## src/axi_pkg.sv

```systemverilog
package axi_pkg;

  localparam int addr_w = 32;
  localparam int data_w = 32;
  localparam int strb_w = data_w / 8;
  localparam int resp_w = 2;

  typedef logic [addr_w-1:0] addr_t;
  typedef logic [data_w-1:0] data_t;
  typedef logic [strb_w-1:0] strb_t;
  typedef logic [resp_w-1:0] resp_t;

  // slverr marks a request the subordinate refuses, decerr an unmapped address.
  localparam resp_t resp_okay   = 2'd0;
  localparam resp_t resp_slverr = 2'd2;
  localparam resp_t resp_decerr = 2'd3;

endpackage

```

## src/soc_map_pkg.sv

```systemverilog
package soc_map_pkg;

  // sram sits in the window whose top five address bits are 10000.
  localparam logic [4:0] sram_base_hi = 5'b10000;
  localparam int sram_depth = 1024;
  localparam int sram_idx_w = $clog2(sram_depth);

  localparam axi_pkg::addr_t clint_mtime_lo = 32'ha000_0048;
  localparam axi_pkg::addr_t clint_mtime_hi = 32'ha000_004c;
  localparam axi_pkg::addr_t uart_tx_addr   = 32'ha000_03f8;

  typedef enum logic [2:0] {
    tgt_none,
    tgt_sram,
    tgt_clint,
    tgt_uart,
    tgt_err
  } target_e;

endpackage

```

## src/axi_xbar.sv

```systemverilog
module axi_xbar
  import axi_pkg::*;
  import soc_map_pkg::*;
(
  input  logic  clk,
  input  logic  rstn,
  // manager side
  input  addr_t araddr,
  input  logic  arvalid,
  output logic  arready,
  output data_t rdata,
  output resp_t rresp,
  output logic  rvalid,
  input  logic  rready,
  input  addr_t awaddr,
  input  logic  awvalid,
  output logic  awready,
  input  data_t wdata,
  input  strb_t wstrb,
  input  logic  wvalid,
  output logic  wready,
  output resp_t bresp,
  output logic  bvalid,
  input  logic  bready,
  // sram
  output addr_t sram_araddr,
  output logic  sram_arvalid,
  input  logic  sram_arready,
  input  data_t sram_rdata,
  input  resp_t sram_rresp,
  input  logic  sram_rvalid,
  output logic  sram_rready,
  output addr_t sram_awaddr,
  output logic  sram_awvalid,
  input  logic  sram_awready,
  output data_t sram_wdata,
  output strb_t sram_wstrb,
  output logic  sram_wvalid,
  input  logic  sram_wready,
  input  resp_t sram_bresp,
  input  logic  sram_bvalid,
  output logic  sram_bready,
  // clint, read only
  output addr_t clint_araddr,
  output logic  clint_arvalid,
  input  logic  clint_arready,
  input  data_t clint_rdata,
  input  resp_t clint_rresp,
  input  logic  clint_rvalid,
  output logic  clint_rready,
  // uart, write only
  output addr_t uart_awaddr,
  output logic  uart_awvalid,
  input  logic  uart_awready,
  output data_t uart_wdata,
  output strb_t uart_wstrb,
  output logic  uart_wvalid,
  input  logic  uart_wready,
  input  resp_t uart_bresp,
  input  logic  uart_bvalid,
  output logic  uart_bready
);

  target_e ar_dec;
  target_e aw_dec;
  target_e rd_tgt;
  target_e wr_tgt;
  logic    read_busy;
  logic    write_busy;
  logic    err_bvalid;

  always_comb begin
    if (araddr[31:27] == sram_base_hi) begin
      ar_dec = tgt_sram;
    end else if (araddr == clint_mtime_lo || araddr == clint_mtime_hi) begin
      ar_dec = tgt_clint;
    end else begin
      ar_dec = tgt_err;
    end
  end

  always_comb begin
    if (awaddr[31:27] == sram_base_hi) begin
      aw_dec = tgt_sram;
    end else if (awaddr == uart_tx_addr) begin
      aw_dec = tgt_uart;
    end else begin
      aw_dec = tgt_err;
    end
  end

  assign read_busy  = (rd_tgt != tgt_none);
  assign write_busy = (wr_tgt != tgt_none);

  assign sram_araddr   = araddr;
  assign clint_araddr  = araddr;
  assign sram_arvalid  = arvalid && !read_busy && (ar_dec == tgt_sram);
  assign clint_arvalid = arvalid && !read_busy && (ar_dec == tgt_clint);

  // unmapped reads are accepted here and answered one cycle later.
  always_comb begin
    case (ar_dec)
      tgt_sram:  arready = !read_busy && sram_arready;
      tgt_clint: arready = !read_busy && clint_arready;
      default:   arready = !read_busy;
    endcase
  end

  always_ff @(posedge clk) begin
    if (rstn) begin
      rd_tgt <= tgt_none;
    end else if (arvalid && arready) begin
      rd_tgt <= ar_dec;
    end else if (rvalid && rready) begin
      rd_tgt <= tgt_none;
    end
  end

  assign sram_rready  = rready && (rd_tgt == tgt_sram);
  assign clint_rready = rready && (rd_tgt == tgt_clint);

  always_comb begin
    case (rd_tgt)
      tgt_sram: begin
        rdata  = sram_rdata;
        rresp  = sram_rresp;
        rvalid = sram_rvalid;
      end
      tgt_clint: begin
        rdata  = clint_rdata;
        rresp  = clint_rresp;
        rvalid = clint_rvalid;
      end
      tgt_err: begin
        rdata  = '0;
        rresp  = resp_decerr;
        rvalid = 1'b1;
      end
      default: begin
        rdata  = '0;
        rresp  = resp_okay;
        rvalid = 1'b0;
      end
    endcase
  end

  assign sram_awaddr  = awaddr;
  assign uart_awaddr  = awaddr;
  assign sram_awvalid = awvalid && !write_busy && (aw_dec == tgt_sram);
  assign uart_awvalid = awvalid && !write_busy && (aw_dec == tgt_uart);

  always_comb begin
    case (aw_dec)
      tgt_sram: awready = !write_busy && sram_awready;
      tgt_uart: awready = !write_busy && uart_awready;
      default:  awready = !write_busy;
    endcase
  end

  always_ff @(posedge clk) begin
    if (rstn) begin
      wr_tgt <= tgt_none;
    end else if (awvalid && awready) begin
      wr_tgt <= aw_dec;
    end else if (bvalid && bready) begin
      wr_tgt <= tgt_none;
    end
  end

  // the error responder swallows the write data, then raises bvalid.
  always_ff @(posedge clk) begin
    if (rstn) begin
      err_bvalid <= 1'b0;
    end else if (wr_tgt == tgt_err && wvalid && wready) begin
      err_bvalid <= 1'b1;
    end else if (bvalid && bready) begin
      err_bvalid <= 1'b0;
    end
  end

  assign sram_wdata  = wdata;
  assign sram_wstrb  = wstrb;
  assign uart_wdata  = wdata;
  assign uart_wstrb  = wstrb;
  assign sram_wvalid = wvalid && (wr_tgt == tgt_sram);
  assign uart_wvalid = wvalid && (wr_tgt == tgt_uart);
  assign sram_bready = bready && (wr_tgt == tgt_sram);
  assign uart_bready = bready && (wr_tgt == tgt_uart);

  always_comb begin
    case (wr_tgt)
      tgt_sram: begin
        wready = sram_wready;
        bresp  = sram_bresp;
        bvalid = sram_bvalid;
      end
      tgt_uart: begin
        wready = uart_wready;
        bresp  = uart_bresp;
        bvalid = uart_bvalid;
      end
      tgt_err: begin
        wready = !err_bvalid;
        bresp  = resp_decerr;
        bvalid = err_bvalid;
      end
      default: begin
        wready = 1'b0;
        bresp  = resp_okay;
        bvalid = 1'b0;
      end
    endcase
  end

  // a stalled response must keep its route until the manager takes it.
  a_rd_tgt_hold: assert property (@(posedge clk) disable iff (rstn)
    rvalid && !rready |=> $stable(rd_tgt));
  a_wr_tgt_hold: assert property (@(posedge clk) disable iff (rstn)
    bvalid && !bready |=> $stable(wr_tgt));
  a_ar_onehot: assert property (@(posedge clk) disable iff (rstn)
    $onehot0({sram_arvalid, clint_arvalid}));

endmodule

```

## config.mk

```make
export PLATFORM = sky130hd
export DESIGN_NAME = axi_xbar
export DESIGN_NICKNAME = d
export VERILOG_FILES = /design/src/axi_pkg.sv /design/src/soc_map_pkg.sv /design/src/axi_xbar.sv
export SDC_FILE = /design/constraint.sdc
export NUM_CORES = 1
export LEC_CHECK = 0
export ABC_AREA = 1
export CAP_MARGIN = 30
export CORE_AREA = 2 2 173 175
export CTS_CLUSTER_DIAMETER = 30
export DETAILED_ROUTE_END_ITERATION = 7
export DIE_AREA = 0 0 175 177
export DONT_BUFFER_PORTS = 1
export PLACE_DENSITY_LB_ADDON = 0.1
export RECOVER_POWER = 100
export SLEW_MARGIN = 20
export SYNTH_ARGS = -nofsm -noshare
export SYNTH_HDL_FRONTEND = slang
export SYNTH_SLANG_ARGS = --single-unit
```

## constraint.sdc

```tcl
create_clock -name clk -period 3.1 [get_ports clk]
set_input_delay 0.155 -clock clk [delete_from_list [all_inputs] [get_ports clk]]
set_output_delay 0.155 -clock clk [all_outputs]
set_load 0.05 [all_outputs]
```

==> impl_results.md <==
- Status: complete, no violations
- Tmin final: 2330 ps
- Hold Crit Depth: 2
- Ant. Diodes: 0
- Reg clk slew, reported paths: 40 ps
- Hold_ws: 71.6 ps
- Crit path cell chain: inv_1 > nand3_1 > inv_1 > a22o_1
- Area Growth Syn to Fin: -33.8%
- Vias: 1874
- Dpl ws: 1210 ps
- Seq/Total Area, Yosys: 4.82%
- Max-cap viol count: 0
- Average wire per standard cell: 13.0 um
- Unrepaired setup endpoints after global routing: false
- Kind of critical path: reg -> out
- Die H: 177 um
- Final worst slack: 767 ps
- Hold Fails Final Rpt: 0
- Most frequent cells in the layout: inv_1, nand2_1, nor2_1
- Dpl cells: 643
- Global-route wire length before repair: 11300 um
- Total track usage: 4.90%
- H-tree Lvls: 1
- CP dominant cell by count: inv_1
- CTS max path bufs: 2
- Gpl congestion: 0.678
- Resize count post-CTS: 0
- Worst Max-Slew Pin Slew: 993 ps
- DRT Pass-1 Iters: 4
- Clk network pwr share: 49.7%
- CP arrival: 2180 ps
- Cts bufs inserted: 3
- First DRT Iteration DRCs: 56
- Antenna violations before repair: 0
- Design area: 1930 um^2
- Total Power: 0.453 mW
- # rows: 63
- CP Max Fanout: 35
- Synth warn: 0
- Final-stage net count: 448
- Hold path endpoint: err_bvalid
- Final ANT Viol Nets: 0
- Delay-heaviest family, CP: buffers and inverters
- CTS tree: built
- Sw frac: 34.6%
- Reg2reg path depth: 7
- Rel. slew slack: 33.7%
- Post-synthesis register bit count: 7
- Total I/O pin count: 440
- Total grt overflow: 0
- Seq pwr share: 21.6%
- Worst path max stage delay: 770 ps
- Yosys cell types: 21
- DP Wirelength: 7720 um
- Vias per Instance: 2.89
- Layout Cells excl Fill: 648
- Routed WL: 8440 um
- P_sw: 0.157 mW
- R2r endpoint: wr_tgt[1]
- Die Width: 175 um
- CP max-delay cell: inv_1
- Worst EP required: 2940 ps
- Most common cell after layout, fill and taps aside: inv_1
- CP endpoint kind: output port
- Vias in the first global route: 1837
- Clock root buffer master: clkbuf_16
- Slew Viols, Final: 0
- Int Power: 0.296 mW
- Achievable frequency: 0.429 GHz
- Crit. Startpoint: rd_tgt[2]
- Startpoint types: register
- Maximum vdd drop: 102 uV
- Max Clock Skew: 0.590 ps
- Area after DPL: 1880 um^2
- Final worst-path cycle share: 75.3%
- Worst hold start: wvalid
- Number of buffers added on ports: 0
- Core ar.: 29200 um^2
- Syn Nets: 646
- HP Class: in -> reg
- Post-CTS Setup Bufs: 0
- Post-Syn Area: 2910 um^2
- Pwr/cell area: 235 nW/um^2
- Reg2Reg Launch Point: wr_tgt[0]
- Starting density of the core: 9.95%
- # hold bufs at CTS: 1
- Logic gate share of total power: 28.7%
- R2R Setup Slk: 790 ps
- Setup TNS: 0 ps
- Clock Latency Late Sink: 230 ps
- Drc violations: 0
- Mean post-synth cell area: 6.37 um^2
- Largest net degree at the start of global routing: 36
- Cells after synthesis: 457
- WP buf/inv: 2
- Util after Layout: 6.58%
- Layout cell share with drive strength beyond 1: 6.59%
- CTS sink cnt: 7
- Lkg Pwr: 0.763 nW
- Die footprint: 31000 um^2
- Final setup viols: 0
-- power by group through the flow --
stage               logic [mW]  clock network, mW  registers, mW
floorplan                0.806                  0         0.0987
global placement         0.133                  0          0.100
detailed placement       0.133                  0          0.100
CTS                      0.136              0.236         0.0985
global route             0.144              0.241         0.0985
finish                   0.130              0.225         0.0979
-- worst reg2reg max path: cells and delay by family (launching register included) --
kind                   cells  cell delay (ps)
AND/OR/NAND/NOR            5             1710
AO/OA/AOI/OAI              1               60
buffers and inverters      1               50
flip-flops                 1              360
-- layer usage --
layer	vias to the layer above	track usage (%)	routed length [um]
met5	-	0	0
met2	188	9.03	4370
met1	829	5.31	3100
met3	19	1.89	850
li1	838	-	-
met4	0	1.04	110
-- area by class of cell --
type	count	area, um^2
sequential	7	140
timing repair buffer	3	17.5
clock buffer	4	78.8
fill	3474	27300
tap	390	488
inverter	63	236
multi-input combinational	181	965
-- cell families (layout without fill, tap and decap cells) --
logic type,after synthesis,in the layout,synth area share [%]
flops,7,7,4.81
buf+inv,269,70,60.7
compound gates,44,44,12.4
simple gates,137,137,22.0
-- state kept, by name, indices dropped and copies added (netlist names) --
signal / flops
err_bvalid: 1
wr_tgt: 3
rd_tgt: 3
-- worst max path at each step --
| stage | endpoint | slack (ps) | cells after the start |
|---|---|---|---|
| 2_1_floorplan | sram_bready | 1540 | 4 |
| 5_1_grt | wr_tgt[1] | 530 | 7 |
| 6_report | rdata[21] | 770 | 4 |
| 3_5_place_dp | rd_tgt[2] | 1210 | 8 |
| 4_1_cts | rdata[21] | 1090 | 4 |
| 3_3_place_gp | clint_arvalid | 1210 | 6 |
-- cells in the mapped netlist --
master	number	area, um^2
nor3_1	1	5.00
nand4_1	12	75.1
a21oi_2	1	8.76
nand3_1	14	70.1
nand2_1	53	199
and2_1	1	6.26
nand2_2	6	37.5
a21oi_1	7	35.0
buf_4	200	1500
a22o_1	32	280
nor2_2	1	6.26
a221o_1	3	30.0
inv_2	8	30.0
nor3_2	2	20.0
nand3_2	6	60.1
nor2_1	40	150
dfxtp_1	7	140
nor2_4	1	11.3
buf_2	6	30.0
inv_1	55	206
o21a_1	1	7.51
Note: power is estimated with default switching activity, not from simulation.
