[src/axi_pkg.sv]
package axi_pkg;

  localparam int addr_w = 32;
  localparam int data_w = 32;
  localparam int strb_w = data_w / 8;
  localparam int resp_w = 2;

  typedef logic [addr_w-1:0] addr_t;
  typedef logic [data_w-1:0] data_t;
  typedef logic [strb_w-1:0] strb_t;
  typedef logic [resp_w-1:0] resp_t;

  // slverr marks a request the subordinate refuses, decerr an unmapped address.
  localparam resp_t resp_okay   = 2'd0;
  localparam resp_t resp_slverr = 2'd2;
  localparam resp_t resp_decerr = 2'd3;

endpackage

[src/clint_slave.sv]
module clint_slave
  import axi_pkg::*;
(
  input  logic  clk,
  input  logic  rstn,
  input  addr_t araddr,
  input  logic  arvalid,
  output logic  arready,
  output data_t rdata,
  output resp_t rresp,
  output logic  rvalid,
  input  logic  rready
);

  logic [63:0] mtime;

  assign arready = !rvalid;
  assign rresp   = resp_okay;

  always_ff @(posedge clk) begin
    if (rstn) begin
      mtime <= '0;
    end else begin
      mtime <= mtime + 64'd1;
    end
  end

  always_ff @(posedge clk) begin
    if (rstn) begin
      rvalid <= 1'b0;
    end else if (arvalid && arready) begin
      rvalid <= 1'b1;
    end else if (rready) begin
      rvalid <= 1'b0;
    end
  end

  // only the two mtime words reach this block, bit 2 tells them apart.
  always_ff @(posedge clk) begin
    if (arvalid && arready) begin
      rdata <= araddr[2] ? mtime[63:32] : mtime[31:0];
    end
  end

endmodule

[config.mk]
export PLATFORM = sky130hd
export DESIGN_NAME = clint_slave
export DESIGN_NICKNAME = d
export VERILOG_FILES = /design/src/axi_pkg.sv /design/src/clint_slave.sv
export SDC_FILE = /design/constraint.sdc
export NUM_CORES = 1
export LEC_CHECK = 0
export ABC_AREA = 1
export ABC_CLOCK_PERIOD_IN_PS = 2100
export BUFFER_PORTS_ARGS = -buffer_cell sky130_fd_sc_hd__buf_2
export CORE_MARGIN = 2
export CORE_UTILIZATION = 58
export CTS_CLUSTER_SIZE = 14
export DETAILED_ROUTE_END_ITERATION = 10
export PLACE_DENSITY_LB_ADDON = 0.2
export SKIP_CTS_REPAIR_TIMING = 1
export SLEW_MARGIN = 20
export SYNTH_ARGS = -nofsm -noshare
export SYNTH_HDL_FRONTEND = slang
export SYNTH_SLANG_ARGS = --single-unit
[constraint.sdc]
create_clock -name clk -period 2.1 [get_ports clk]
set_input_delay 0.21 -clock clk [delete_from_list [all_inputs] [get_ports clk]]
set_output_delay 0.21 -clock clk [all_outputs]
set_load 0.05 [all_outputs]
==> results.json, run 1 <==
{
  "final_cell_count_no_fill": 912,
  "clock_sinks": 97,
  "synth.top_cell.area_share_pct": 25.0,
  "critPathMaxFanout": 7,
  "fmax_mhz": 549,
  "fin_crit_sh_pct": 86.7,
  "rsz0062_at_grt": "false",
  "clk_latency_ns": 0.38,
  "io_buffers": 38,
  "post-dp-hpwl_microns": 10900,
  "drt_iter0_markers": 327,
  "synth-simple-area-share_pct": 37.6,
  "final.min_clock_period_ns": 1.82,
  "synthCells": 759,
  "totalNegativeSetupSlack_ns": 0,
  "drc": 0,
  "synth.area.top_cells": "dfxtp_1, edfxtp_1, nand2_1, nor2_1, inv_1",
  "ys_types": 28,
  "die_h_microns": 98.6,
  "async_reset_ff_share_pct": 0,
  "n_fill_cell": 768,
  "synth-edff-count": 32,
  "place.gp.congestion": 1.00,
  "status": "finished clean",
  "coreArea_sq_um": 8720,
  "max_cap_viol_count": 0,
  "vias": 4950,
  "drive_gt1_share_pct": 12.8,
  "critPathKind": "register to register",
  "synth.area.mux_share_pct": 0.217,
  "grt_pass1_wl_microns": 23000,
  "start_util_pct": 59.6,
  "grt.overflow.total": 0,
  "num_antenna_cells": 0,
  "finClkSkew_ns": 0.0165,
  "avgViaCountPerCell": 5.43,
  "drtPass1Iterations": 5,
  "hold_ws_ns": 0.154,
  "required_ns": 2.35,
  "worst_pin_slew_ns": 0.535,
  "finalSetupViolCount": 0,
  "end_kind": "register",
  "synth_compound_area_share_pct": 10.1,
  "syn-mean-instance-area_sq_um": 6.84,
  "p_leak_nw": 2.18,
  "yosysWarningCount": 0,
  "routed_wl_microns": 14200,
  "cts_made_buffers": 9,
  "synth.cell_area_sq_um": 5190,
  "setup.worst_path.start_class": "register",
  "dr_wl_met3_microns": 990,
  "clk_pin_slew_ns": 0.12,
  "grt_max_degree": 49,
  "ys.flop_type": "dfxtp_1",
  "final_util_pct": 65.3,
  "synth_most_common_cell": "nand2_1",
  "ant_nets": 0,
  "met1_length_microns": 6410,
  "cp.arrival_ns": 2.07,
  "grt_use_total_pct": 30.4,
  "dp.cells": 896,
  "maxSlewViolCount": 0,
  "ys_seq_elements": 97,
  "synth_xor_area_share_pct": 0.506,
  "cts_max_path_buffers": 2,
  "syn_to_final_growth_pct": 9.63,
  "cts_tree": "yes",
  "top_layer_used": "met4",
  "die_x_microns": 98.6,
  "dr_wl_met2_microns": 6500,
  "synth_top_cell_by_area": "dfxtp_1",
  "peakVddDrop_v": 0.000440,
  "ios": 72,
  "rows": 34,
  "maxSlewHeadroom_pct": 64.3,
  "dieArea_sq_um": 9730,
  "p_per_area_nw_per_um2": 616,
  "synth-adder-area-share_pct": 0.241,
  "hold_violations": 0,
  "clock-root-buffer": "clkbuf_8",
  "multi_input_area_sq_um": 2540,
  "hp-class": "primary input to register",
  "synth_seq_area_share_pct": 43.5,
  "synthTopCellsByCount": "nand2_1, nor2_1, inv_1, dfxtp_1, o21ai_0",
  "grt_pass1_vias": 4622,
  "antenna_found_initial": 0,
  "h-tree-depth": 3,
  "synth_top_family_by_area": "simple AND/OR/NAND/NOR gates",
  "wl_per_cell_microns": 15.6,
  "seq_area_sq_um": 2260,
  "fin_nets": 836
}
-- cells in the final DEF, fill, tap and decap left out, types with 4 or more instances in the layout --
master and instances:
a21oi_1 36, buf_4 6, inv_1 87, nand2_2 9
clkbuf_8 10, dfxtp_1 65, nand2_1 218, buf_2 38
nand3_1 23, nor2_2 15, nor3_1 5, nand2_4 4
nand4_1 12, nor2_4 6, o21ai_0 50, nor2_1 157
o21bai_1 6, edfxtp_1 32
-- area by class of cell --
class	instances	share of cell area (%)
well taps	108	2.37
repair buffers	44	4.13
clock inverters	6	1.03
multi-input cells	559	44.5
clock buffers	10	2.42
flip-flops and latches	97	39.7
inverters	88	5.80
-- cell families (layout without fill, tap and decap cells) --
logic type | Yosys count | count (layout)
AND/OR/NAND/NOR | 454 | 454
adder cells (fa/ha/maj) | 1 | 1
buffers and inverters | 104 | 148
XOR/XNOR | 3 | 3
AO/OA/AOI/OAI | 98 | 98
multiplexers | 1 | 1
other | 1 | 2
flip-flops | 97 | 97
-- critical path, cell delays in order (launching register included) --
cell and delay (ns):
dfxtp_1 0.40, ha_1 0.24, nand2_2 0.10, nor2_4 0.19, nand2_4 0.13, nor2_8 0.20
nand2_2 0.14, nor2_1 0.12, nand2_1 0.06, nand2_1 0.07, nor2_1 0.03
-- through the flow --
| stage | worst slack (ns) | power, mW | cell area (sq um) |
|---|---|---|---|
| after floorplan | 0.0709 | 2.24 | 5200 |
| after global placement | 0.380 | 2.30 | 5500 |
| after detailed placement | 0.341 | 2.30 | 5500 |
| after CTS | 0.311 | 3.51 | 5700 |
| after global routing | 0.120 | 3.60 | 5700 |
| final | 0.280 | 3.51 | 5700 |
-- report_power, final --
group	switching, mW	internal [mW]
clock	0.752	0.495
combinational	0.224	0.0492
sequential	0.0133	1.97
total	0.990	2.52
-- path summary, 6_finish.rpt --
check                       from  cells past startpoint  slack (ns)              endpoint
max          mtime[1]$_SDFF_PP0_                     10        0.28  mtime[40]$_SDFF_PP0_
min                       rready                      3        0.15   rvalid$_SDFFE_PP0P_
max reg2reg  mtime[1]$_SDFF_PP0_                     10        0.28  mtime[40]$_SDFF_PP0_
min reg2reg  mtime[0]$_SDFF_PP0_                      1        0.49   mtime[0]$_SDFF_PP0_
-- sequential cells by signal, indices dropped and copies added, names as in the netlist --
signal	count
rvalid	1
mtime	64
rdata	32
-- layer usage --
layer | GRT usage [%] | up-vias
met4 | 11.3 | 0
li1 | - | 2466
met5 | 0 | -
met3 | 4.04 | 25
met2 | 48.7 | 203
met1 | 42.4 | 2256
Power figures use the tool's default switching activity.
==> run 2: changes to the inputs <==
--- a/config.mk
+++ b/config.mk
@@ -13,6 +13,7 @@
 export CTS_CLUSTER_SIZE = 14
 export DETAILED_ROUTE_END_ITERATION = 10
 export PLACE_DENSITY_LB_ADDON = 0.2
+export REMOVE_ABC_BUFFERS = 1
 export SKIP_CTS_REPAIR_TIMING = 1
 export SLEW_MARGIN = 20
 export SYNTH_ARGS = -nofsm -noshare
==> run 2 against run 1 <==
  * Count of clock-buffer cells in the layout did not move
  * Sequential cell count is the same
  * Die area unchanged
  * Sequential share of layout area fell by 0.13 points
  * Via count down 0.22%
  * Largest cell class unchanged
  * Critical endpoint is now mtime[26]$_SDFF_PP0_
  * Highest routed layer unchanged
  * Global-route usage rose by 0.29 points
  * Design area is 0.33% higher
  * Critical path depth decreased by 2
  * Sequential power is essentially flat
==> results.json, run 2 (synthesis results as in run 1) <==
{
  "status": "finished clean",
  "post-dp-hpwl_microns": 11300,
  "largest_register": "mtime",
  "vias": 4939,
  "end_kind": "register",
  "maxSlewViolCount": 0,
  "ios": 72,
  "cts_made_buffers": 9,
  "cts_max_path_buffers": 2,
  "finClkSkew_ns": 0.0168,
  "p_int_mw": 2.61,
  "largest_reg_flops": 64,
  "r2r-start": "mtime[1]$_SDFF_PP0_",
  "wl_per_cell_microns": 15.8,
  "critPathKind": "register to register",
  "grt_use_total_pct": 30.7,
  "max_cap_viol_count": 0,
  "place.gp.congestion": 1.02,
  "clock_sinks": 97,
  "die_h_microns": 98.6,
  "fin_crit_sh_pct": 85.5,
  "combPwrFrac_pct": 7.8,
  "p_sw_share_pct": 26.4,
  "io_buffers": 38,
  "final.min_clock_period_ns": 1.79,
  "required_ns": 2.36,
  "maxSlewHeadroom_pct": 66.6,
  "grt_pass1_wl_microns": 23400,
  "use_met3_pct": 3.97,
  "drc": 0,
  "final_cell_count_no_fill": 912,
  "r2r_slack_ns": 0.31,
  "top_regs": "mtime x64, rdata x32, rvalid x1",
  "routed_wl_microns": 14400,
  "grt_max_degree": 39,
  "switching_power_mw": 0.935,
  "rows": 34,
  "clk_pin_slew_ns": 0.11,
  "most-common-layout-cells": "nand2_1, nor2_1, inv_1",
  "hold_start": "rready",
  "grt_pass1_vias": 4659,
  "totalNegativeSetupSlack_ns": 0,
  "coreArea_sq_um": 8720,
  "startpoint": "mtime[1]$_SDFF_PP0_",
  "num_antenna_cells": 0,
  "avgViaCountPerCell": 5.42,
  "final_util_pct": 65.5,
  "clk_latency_ns": 0.37,
  "finalSetupViolCount": 0,
  "met1_usage_pct": 41.5,
  "dieArea_sq_um": 9730,
  "peakVddDrop_v": 0.000351,
  "layout_commonest_cell": "nand2_1",
  "worst_pin_slew_ns": 0.501,
  "placed_cell_area_sq_um": 5510,
  "dp.cells": 896,
  "fmax_mhz": 557,
  "p_per_area_nw_per_um2": 621,
  "die_x_microns": 98.6,
  "critPathMaxFanout": 6,
  "setup.worst_path.start_class": "register",
  "hold_violations": 0,
  "fin_nets": 836,
  "busiest_layer": "met2",
  "h-tree-depth": 3,
  "drive_gt1_share_pct": 12.7,
  "sequentialPowerShare_pct": 56.0,
  "p_clk_share_pct": 36.2,
  "met2_usage_pct": 51.8,
  "cp.arrival_ns": 2.05,
  "p_leak_nw": 2.19,
  "grt.overflow.total": 0,
  "start_util_pct": 59.6,
  "finalInstanceArea_sq_um": 5710,
  "ant_nets": 0,
  "rsz0062_at_grt": "false",
  "antenna_found_initial": 0,
  "drt_iter0_markers": 399,
  "cts_tree": "yes",
  "syn_to_final_growth_pct": 10.0,
  "clock-root-buffer": "clkbuf_8",
  "drtPass1Iterations": 5,
  "hp-class": "primary input to register"
}
run 2: power by group through the flow:
stage                     registers [mW]  clock network (mW)  logic, mW
after floorplan                     2.15                   0     0.0673
after global placement              2.03                   0      0.272
after detailed placement            2.03                   0      0.277
after CTS                           1.99                1.29      0.278
after global routing                1.99                1.35      0.293
final                               1.99                1.28      0.277
run 2: routing by layer:
metal	vias to the layer above	part of all wire, %
met3	36	6.9
li1	2466	-
met1	2249	44
met2	188	47
met4	0	2.4
met5	-	0
run 2: critical path, cell delays in order, from the launching register on:
cell and delay (ns):
dfxtp_1 0.41, ha_1 0.24, nand2_2 0.10, nor2_4 0.18
nand3_2 0.15, inv_1 0.09, nand2_1 0.16, o21ai_0 0.28
a21oi_1 0.06
run 2: cell type report:
cell class	count	area, sq um
Clock buffer	10	138
Clock inverter	6	65.1
Fill cell	789	3010
Inverter	88	330
Multi-Input combinational cell	559	2540
Sequential cell	97	2260
Tap cell	108	135
Timing Repair Buffer	44	248
run 2: worst paths after layout:
path,cells past startpoint,endpoint
worst max-delay path,8,mtime[26]$_SDFF_PP0_
worst min-delay path,3,rvalid$_SDFFE_PP0P_
worst max register to register,8,mtime[26]$_SDFF_PP0_
worst min register to register,2,mtime[4]$_SDFF_PP0_
run 2: through the flow:
stage	hold slack (ns)	setup slack, ns	power (mW)
2_1_floorplan	0.277	0.0709	2.22
4_1_cts	0.156	0.322	3.55
5_1_grt	0.171	0.116	3.63
3_5_place_dp	0.484	0.359	2.31
3_3_place_gp	0.441	0.366	2.30
6_report	0.153	0.305	3.55
