File: src/axi_pkg.sv
package axi_pkg;

  localparam int addr_w = 32;
  localparam int data_w = 32;
  localparam int strb_w = data_w / 8;
  localparam int resp_w = 2;

  typedef logic [addr_w-1:0] addr_t;
  typedef logic [data_w-1:0] data_t;
  typedef logic [strb_w-1:0] strb_t;
  typedef logic [resp_w-1:0] resp_t;

  // slverr marks a request the subordinate refuses, decerr an unmapped address.
  localparam resp_t resp_okay   = 2'd0;
  localparam resp_t resp_slverr = 2'd2;
  localparam resp_t resp_decerr = 2'd3;

endpackage

File: src/uart_tx_slave.sv
module uart_tx_slave
  import axi_pkg::*;
(
  input  logic       clk,
  input  logic       rstn,
  input  addr_t      awaddr,
  input  logic       awvalid,
  output logic       awready,
  input  data_t      wdata,
  input  strb_t      wstrb,
  input  logic       wvalid,
  output logic       wready,
  output resp_t      bresp,
  output logic       bvalid,
  input  logic       bready,
  output logic [7:0] uart_byte,
  output logic       uart_strobe
);

  assign awready = !wready && !bvalid;

  always_ff @(posedge clk) begin
    if (rstn) begin
      wready      <= 1'b0;
      bvalid      <= 1'b0;
      uart_strobe <= 1'b0;
    end else begin
      uart_strobe <= 1'b0;
      if (awvalid && awready) begin
        wready <= 1'b1;
      end
      if (wvalid && wready) begin
        wready      <= 1'b0;
        bvalid      <= 1'b1;
        uart_strobe <= wstrb[0];
      end
      if (bvalid && bready) begin
        bvalid <= 1'b0;
      end
    end
  end

  // a write without the low byte lane has nothing to send.
  always_ff @(posedge clk) begin
    if (wvalid && wready) begin
      bresp <= wstrb[0] ? resp_okay : resp_slverr;
      if (wstrb[0]) begin
        uart_byte <= wdata[7:0];
      end
    end
  end

  a_strobe_pulse: assert property (@(posedge clk) disable iff (rstn)
    uart_strobe |=> !uart_strobe);
  a_aw_aligned: assert property (@(posedge clk) disable iff (rstn)
    awvalid && awready |-> awaddr[1:0] == 2'b00);

endmodule

File: config.mk
export PLATFORM = sky130hd
export DESIGN_NAME = uart_tx_slave
export DESIGN_NICKNAME = d
export VERILOG_FILES = /design/src/axi_pkg.sv /design/src/uart_tx_slave.sv
export SDC_FILE = /design/constraint.sdc
export NUM_CORES = 1
export LEC_CHECK = 0
export BUFFER_PORTS_ARGS = -buffer_cell sky130_fd_sc_hd__buf_2
export CORE_UTILIZATION = 20
export DETAILED_ROUTE_END_ITERATION = 8
export MAX_ROUTING_LAYER = met4
export PLACE_DENSITY = 0.72
export SYNTH_ARGS = -nofsm -noshare
export SYNTH_HDL_FRONTEND = slang
export SYNTH_SLANG_ARGS = --single-unit
File: constraint.sdc
create_clock -name clk -period 0.87 [get_ports clk]
set_input_delay 0.087 -clock clk [delete_from_list [all_inputs] [get_ports clk]]
set_output_delay 0.087 -clock clk [all_outputs]
set_load 0.005 [all_outputs]
==> results of run 1 <==
[routing by layer]
| layer | global-route usage [%] | vias to the layer above | wire [µm] | part of all wire, % |
|---|---|---|---|---|
| li1 | - | 169 | - | - |
| met1 | 8.471 | 156 | 331 | 39 |
| met2 | 15.07 | 18 | 436 | 52 |
| met3 | 3.462 | 0 | 69 | 8.2 |
| met4 | 3.429 | 0 | 0 | 0 |
| met5 | - | - | 0 | 0 |
[final timing paths]
check	startpoint	to
min reg2reg	wready$_SDFFE_PP0P_	bvalid$_SDFFE_PP0P_
min	rstn	uart_strobe$_SDFF_PP0_
max	wready$_SDFFE_PP0P_	wready$_SDFFE_PP0P_
max reg2reg	wready$_SDFFE_PP0P_	wready$_SDFFE_PP0P_
[sequential cells by signal (all words and copies together) (netlist names)]
| signal | cells |
|---|---|
| bresp | 1 |
| bvalid | 1 |
| uart_strobe | 1 |
| wready | 1 |
| uart_byte | 8 |
[through the flow]
stage | hold WS [ns] | utilization [%]
after floorplan | 0.1487 | -
after global placement | 0.2659 | 29.90
after detailed placement | 0.2657 | 29.90
after CTS | 0.002683 | 36.28
after global routing | 0.01691 | 36.60
final | 0.006265 | 36.60
[power breakdown]
group | switching [mW] | internal, mW | total [mW]
Sequential | 0.0109 | 0.632 | 0.643
Clock | 0.170 | 0.177 | 0.347
Combinational | 0.0392 | 0.0768 | 0.116
Total | 0.220 | 0.886 | 1.11
[timing repair]
item,CTS,global route
gates cloned,1,0
hold endpoints to repair,8,0
gates resized for setup,3,2
endpoints found under the setup margin,12,20
pin swaps,2,0
hold buffers,8,0
[synth_stat cells (all sizes together)]
cell and number:
edfxtp 9, dfxtp 3, a21oi 2, or2b 2
and2 1, and3 1, buf 1, conb 1
inv 1, nand3b 1, nor2 1, nor2b 1
or3b 1
[worst register-to-register path: stages, from the launching register on]
cell and delay, ns:
dfxtp_4 0.37, or3b_1 0.35, a21oi_1 0.13
[cell families after synthesis]
logic type      count (synthesis)
compound gates                  2
simple gates                    8
other cells                     1
buf+inv                         2
flops                          12
[final cells by class]
cell class | instances | area [µm²] | share of cell area [%]
multi-input cells | 12 | 83.83 | 11.80
flip-flops and latches | 12 | 335.3 | 47.18
well taps | 27 | 33.78 | 4.754
repair buffers | 35 | 227.7 | 32.04
inverters | 1 | 3.754 | 0.5282
clock buffers | 4 | 26.28 | 3.697
==> metrics.md, run 1 <==
| Metric | Value |
|---|---|
| Avg Synthesized Cell Area | 16.47 µm² |
| Final nets | 138 |
| Worst min-delay path category | in2reg |
| Remaining DRCs | 0 |
| Synth top area share | 65.65% |
| Total gr overflow | 0 |
| WP buf/inv | 0 |
| Hold path cells | 2 |
| Post-route antenna net violation count | 0 |
| Post-synthesis register bit count | 12 |
| Synth warnings | 0 |
| Die height | 47.37 µm |
| Failing checks | setup timing |
| Layout cells sized above 1 | 56.25% |
| TritonCTS Buffers | 3 |
| CP Cell Sequence | or3b_1 -> a21oi_1 |
| Synth area leader | edfxtp_1 |
| Io pins | 87 |
| R2R depth | 2 |
| Dpl cells | 78 |
| Worst-path cell with the longest stage delay | dfxtp_4 |
| Fin area | 710.7 µm² |
| Pwr Total | 1.106 mW |
| FF-to-FF setup slack | -0.05 ns |
| First-pass GRT wire length | 1242 µm |
| Commonest non-fill, non-tap cells in the layout | buf_2, edfxtp_1, dlygate4sd3_1 |
| Initial DRC Count | 5 |
| Worst setup EP type | flip-flop |
| Crit path DAT | 1.10 ns |
| TNS Setup | -0.1695 ns |
| Post-synthesis simple-gate area fraction | 13.68% |
| CTS H-tree depth | 1 |
| Worst IR Drop VDD | 0.0006113 V |
| Initial Utilization | 21.20% |
| GPL Wtd Cong | 0.5727 |
| Final WS setup | -0.04512 ns |
| # fillers | 218 |
| Cell depth of the worst setup path | 2 |
| Minimum clock period | 0.9151 ns |
| Overall track demand over capacity in global routing | 8.653% |
| Crit path kind | reg2reg |
| DP Worst Slack | -0.06934 ns |
| CTS tree | yes |
| Post-Synthesis Cells | 25 |
| Slew Viols, Final | 0 |
| Largest family of logic cells by synthesized area | simple AND/OR/NAND/NOR gates |
| Highest clock rate | 1093 MHz |
| Clk_lat worst skew | 0.27 ns |
| Crit-path max FO | 8 |
| Root Buffer | clkbuf_4 |
| Largest net degree at the start of global routing | 9 |
| Cell variety after synth | 13 |
| Pleak | 0.3062 nW |
| Clock Skew | 0.009446 ns |
| Hold Vio Cnt, Final | 0 |
| Port Buffers | 26 |
| Initial antenna violation count | 0 |
| Post-synth net total | 98 |
| CTS sink count | 12 |
| Die X | 47.37 µm |
| Unrepaired setup endpoints after global routing | yes |
| DR WL/cell | 9.209 µm |
| CTS clk-pin slew, worst paths | 0.08 ns |
| Vias per cell | 3.769 |
| Leading cell type in the layout, fill and taps excluded | buf_2 |
| Synth Area in Compound Gates | 2.432% |
| Die area | 2243 µm² |
| Vias | 343 |
| XOR/XNOR share of the synthesized area | 0% |
| Final setup viols | 11 |
| 1st-pass router iterations | 3 |
| WL final | 838 µm |
| DP Area | 580.6 µm² |
| Delay of the slowest cell on the worst path | 0.37 ns |
| Final std cells w/o fill | 91 |
| Power per cell area | 1557 nW/µm² |
| Synth area leaders | edfxtp_1, dfxtp_1, or2b_1, a21oi_1, or3b_1 |
| Critical path launch point type | flip-flop |
| Status | finished with violations |
| Maxcap violations | 0 |
| Vias in the first global route | 297 |
| Core Area | 1942 µm² |
| Synth Area in Adders | 0% |
| CTS Buffer Depth | 2 |
| Top Family by Delay on Critical Path | flip-flops |
| # Post-CTS Setup Buffers | 0 |
| Area of the mapped netlist | 411.6 µm² |
| # rows | 16 |
| Register area share after synthesis | 80.24% |
| DP Wirelength | 591.5 µm |
| Post-synthesis mux area share | 0% |
| Worst Path Required | 1.05 ns |
| Final Cycle Share | 105.2% |
| Antenna cell count | 0 |
| Area growth syn-to-layout | 72.64% |
Note: power is estimated with default switching activity, not from simulation.
==> inputs of run 2 (changes only) <==
Settings changed: CORE_ASPECT_RATIO from default to 0.75.
==> run 2 against run 1 <==
Effect of this change: the run still ends with setup timing left; cell area is 3.9% higher; flip-flop and latch count unchanged; clock-buffer cell count unchanged; clock skew is 0.0024 ns lower; fmax is 3.7% lower; critical path depth is 1 higher; sequential share of layout area is 1.8 points lower; hold slack improved by 0.057 ns; combinational power rose by 18%; sequential power about the same; utilization grew 3.6 points; power up 1.9%; critical path type is now reg2out.
==> metrics.md, run 2 (synthesis results as in run 1) <==
| Metric | Value |
|---|---|
| Status | finished with violations (unchanged) |
| Failing checks | setup timing (unchanged) |
| Critical path launch point type | flip-flop (unchanged) |
| Unrepaired setup endpoints after global routing | yes (unchanged) |
| Power per cell area | 1527 nW/µm² (was 1557 nW/µm²) |
| DP Wirelength | 683.7 µm (was 591.5 µm) |
| DP Area | 581.8 µm² (was 580.6 µm²) |
| WL final | 904 µm (was 838 µm) |
| Clock power frac | 30.9% (was 31.4%) |
| # rows | 13 (was 16) |
| Initial Utilization | 22.40% (was 21.20%) |
| Switching power | 0.2241 mW (was 0.2205 mW) |
| Initial DRC Count | 7 (was 5) |
| GPL Wtd Cong | 0.7302 (was 0.5727) |
| Largest register FFs | 8 (unchanged) |
| Initial antenna violation count | 0 (unchanged) |
| Slew Viols, Final | 0 (unchanged) |
| Crit-path max FO | 3 (was 8) |
| Hold Vio Cnt, Final | 0 (unchanged) |
| First-pass GRT wire length | 1242 µm (unchanged) |
| Final core utilization | 40.16% (was 36.60%) |
| CTS H-tree depth | 1 (unchanged) |
| Worst min-delay path category | in2reg (unchanged) |
| Minimum clock period | 0.9502 ns (was 0.9151 ns) |
| Layout cells sized above 1 | 56.72% (was 56.25%) |
| CTS clk-pin slew, worst paths | 0.07 ns (was 0.08 ns) |
| Sw Ratio | 19.87% (was 19.93%) |
| 1st-pass router iterations | 3 (unchanged) |
| Delay of the slowest cell on the worst path | 0.33 ns (was 0.37 ns) |
| Crit path from | bvalid$_SDFFE_PP0P_ (was wready$_SDFFE_PP0P_) |
| CTS Buffer Depth | 2 (unchanged) |
| Leading cell type in the layout, fill and taps excluded | buf_2 (unchanged) |
| Core Area | 1838 µm² (was 1942 µm²) |
| CTS sink count | 12 (unchanged) |
| Fin area | 738.2 µm² (was 710.7 µm²) |
| Internal | 0.9035 mW (was 0.8860 mW) |
| Final WS setup | -0.08022 ns (was -0.04512 ns) |
| Vias | 342 (was 343) |
| Vias in the first global route | 290 (was 297) |
| Crit path kind | reg2out (was reg2reg) |
| Overall track demand over capacity in global routing | 8.986% (was 8.653%) |
| Io pins | 87 (unchanged) |
| Top Family by Delay on Critical Path | flip-flops (unchanged) |
| Maxcap violations | 0 (unchanged) |
| Worst-path cell with the longest stage delay | dfxtp_2 (was dfxtp_4) |
| Part of the power in registers | 57.0% (was 58.1%) |
| Clk_lat worst skew | 0.27 ns (about the same) |
| Total gr overflow | 0 (unchanged) |
| Crit path DAT | 0.86 ns (was 1.10 ns) |
| Gate power share | 12.1% (was 10.5%) |
| Die area | 2246 µm² (was 2243 µm²) |
| Antenna cell count | 0 (unchanged) |
| Root Buffer | clkbuf_4 (unchanged) |
| Final setup viols | 13 (was 11) |
| Vias per cell | 3.843 (was 3.769) |
| Die height | 41.29 µm (was 47.37 µm) |
| Most flop-heavy register | uart_byte (unchanged) |
| DR WL/cell | 10.16 µm (was 9.209 µm) |
| Largest net degree at the start of global routing | 10 (was 9) |
| Port Buffers | 26 (unchanged) |
| Final nets | 141 (was 138) |
| WP buf/inv | 2 (was 0) |
| Worst IR Drop VDD | 0.0007611 V (was 0.0006113 V) |
| RR Startpoint | bvalid$_SDFFE_PP0P_ (was wready$_SDFFE_PP0P_) |
| Register area | 335.3 µm² (unchanged) |
| Pleak | 0.3239 nW (was 0.3062 nW) |
| Worst Path Required | 0.78 ns (was 1.05 ns) |
| Commonest non-fill, non-tap cells in the layout | buf_2, edfxtp_1, dlygate4sd3_1 (unchanged) |
| Die X | 54.39 µm (was 47.37 µm) |
| Post-route antenna net violation count | 0 (unchanged) |
| Final Cycle Share | 109.2% (was 105.2%) |
| Area occupied by multi-input gates | 81.33 µm² (was 83.83 µm²) |
| TritonCTS Buffers | 3 (unchanged) |
| Worst setup EP type | output pin (was flip-flop) |
| Remaining DRCs | 0 (unchanged) |
| Area growth syn-to-layout | 79.33% (was 72.64%) |
| Clock Skew | 0.007063 ns (was 0.009446 ns) |
| CTS tree | yes (unchanged) |
| Highest clock rate | 1052 MHz (was 1093 MHz) |
| Hold path start | wstrb[0] (was rstn) |
| # fillers | 192 (was 218) |
| CP Cell Sequence | buf_6 -> nor2_4 -> buf_2 (was or3b_1 -> a21oi_1) |
run 2: changes by cell type in the layout (fill, tap and decap cells not counted), sizes merged:
cell	previous run	this run
dlygate4sd3	8	9
buf	27	30
and3	2	1
run 2: what timing repair did:
item,in CTS,in global routing
setup buffers,1,1
resized for setup,2,5
pin swaps,2,3
endpoints found under the hold margin,10,0
hold buffers,9,0
endpoints found under the setup margin,15,22
run 2: cell type report:
| type | count | area share [%] |
|---|---|---|
| clock buffer | 4 | 3.559 |
| multi-input combinational | 11 | 11.02 |
| timing repair buffer | 39 | 35.76 |
| sequential | 12 | 45.42 |
| inverter | 1 | 0.5085 |
| tap | 22 | 3.729 |
run 2: worst paths after layout:
check / end / slack, ns / cells after the start
worst max-delay path: awready / -0.08 / 3
worst min-delay path: bresp[1]$_DFFE_PP_ / 0.06 / 2
worst max register to register: bvalid$_SDFFE_PP0P_ / -0.07 / 4
worst min register to register: wready$_SDFFE_PP0P_ / 0.53 / 2
run 2: worst reg2reg max path, stage by stage (launching register included):
cell and delay, ns:
dfxtp_2 0.35, buf_4 0.11, buf_4 0.09, or2b_1 0.22, a21oi_1 0.11
run 2: per-layer routing:
layer  vias to the layer above  part of all wire [%]  track usage [%]  wire (µm)
li1                        169                     -                -          -
met3                         0                    13            6.884        115
met4                         0                     0                0          0
met5                         -                     0                -          0
met1                       153                    39            8.389        357
met2                        20                    48            15.85        432
run 2: stage by stage:
stage	TNS (ns)	instances	power (mW)	hold WS, ns	setup WS (ns)
2_1_floorplan	-0.1578	25	0.6829	0.1487	-0.01911
3_3_place_gp	-0.3002	74	0.7387	0.2653	-0.03769
3_5_place_dp	-0.4506	74	0.7443	0.2656	-0.05316
4_1_cts	-0.6008	88	1.136	0.05290	-0.09951
5_1_grt	-1.514	89	1.190	0.06634	-0.1345
6_report	-0.7671	89	1.128	0.06342	-0.08022
run 2: power groups by stage:
| stage | combinational [mW] | clock [mW] | sequential [mW] |
|---|---|---|---|
| 3_5_place_dp | 0.0899 | 0 | 0.654 |
| 3_3_place_gp | 0.0861 | 0 | 0.653 |
| 4_1_cts | 0.126 | 0.368 | 0.642 |
| 5_1_grt | 0.153 | 0.392 | 0.645 |
| 6_report | 0.137 | 0.348 | 0.643 |
| 2_1_floorplan | 0.0265 | 0 | 0.656 |
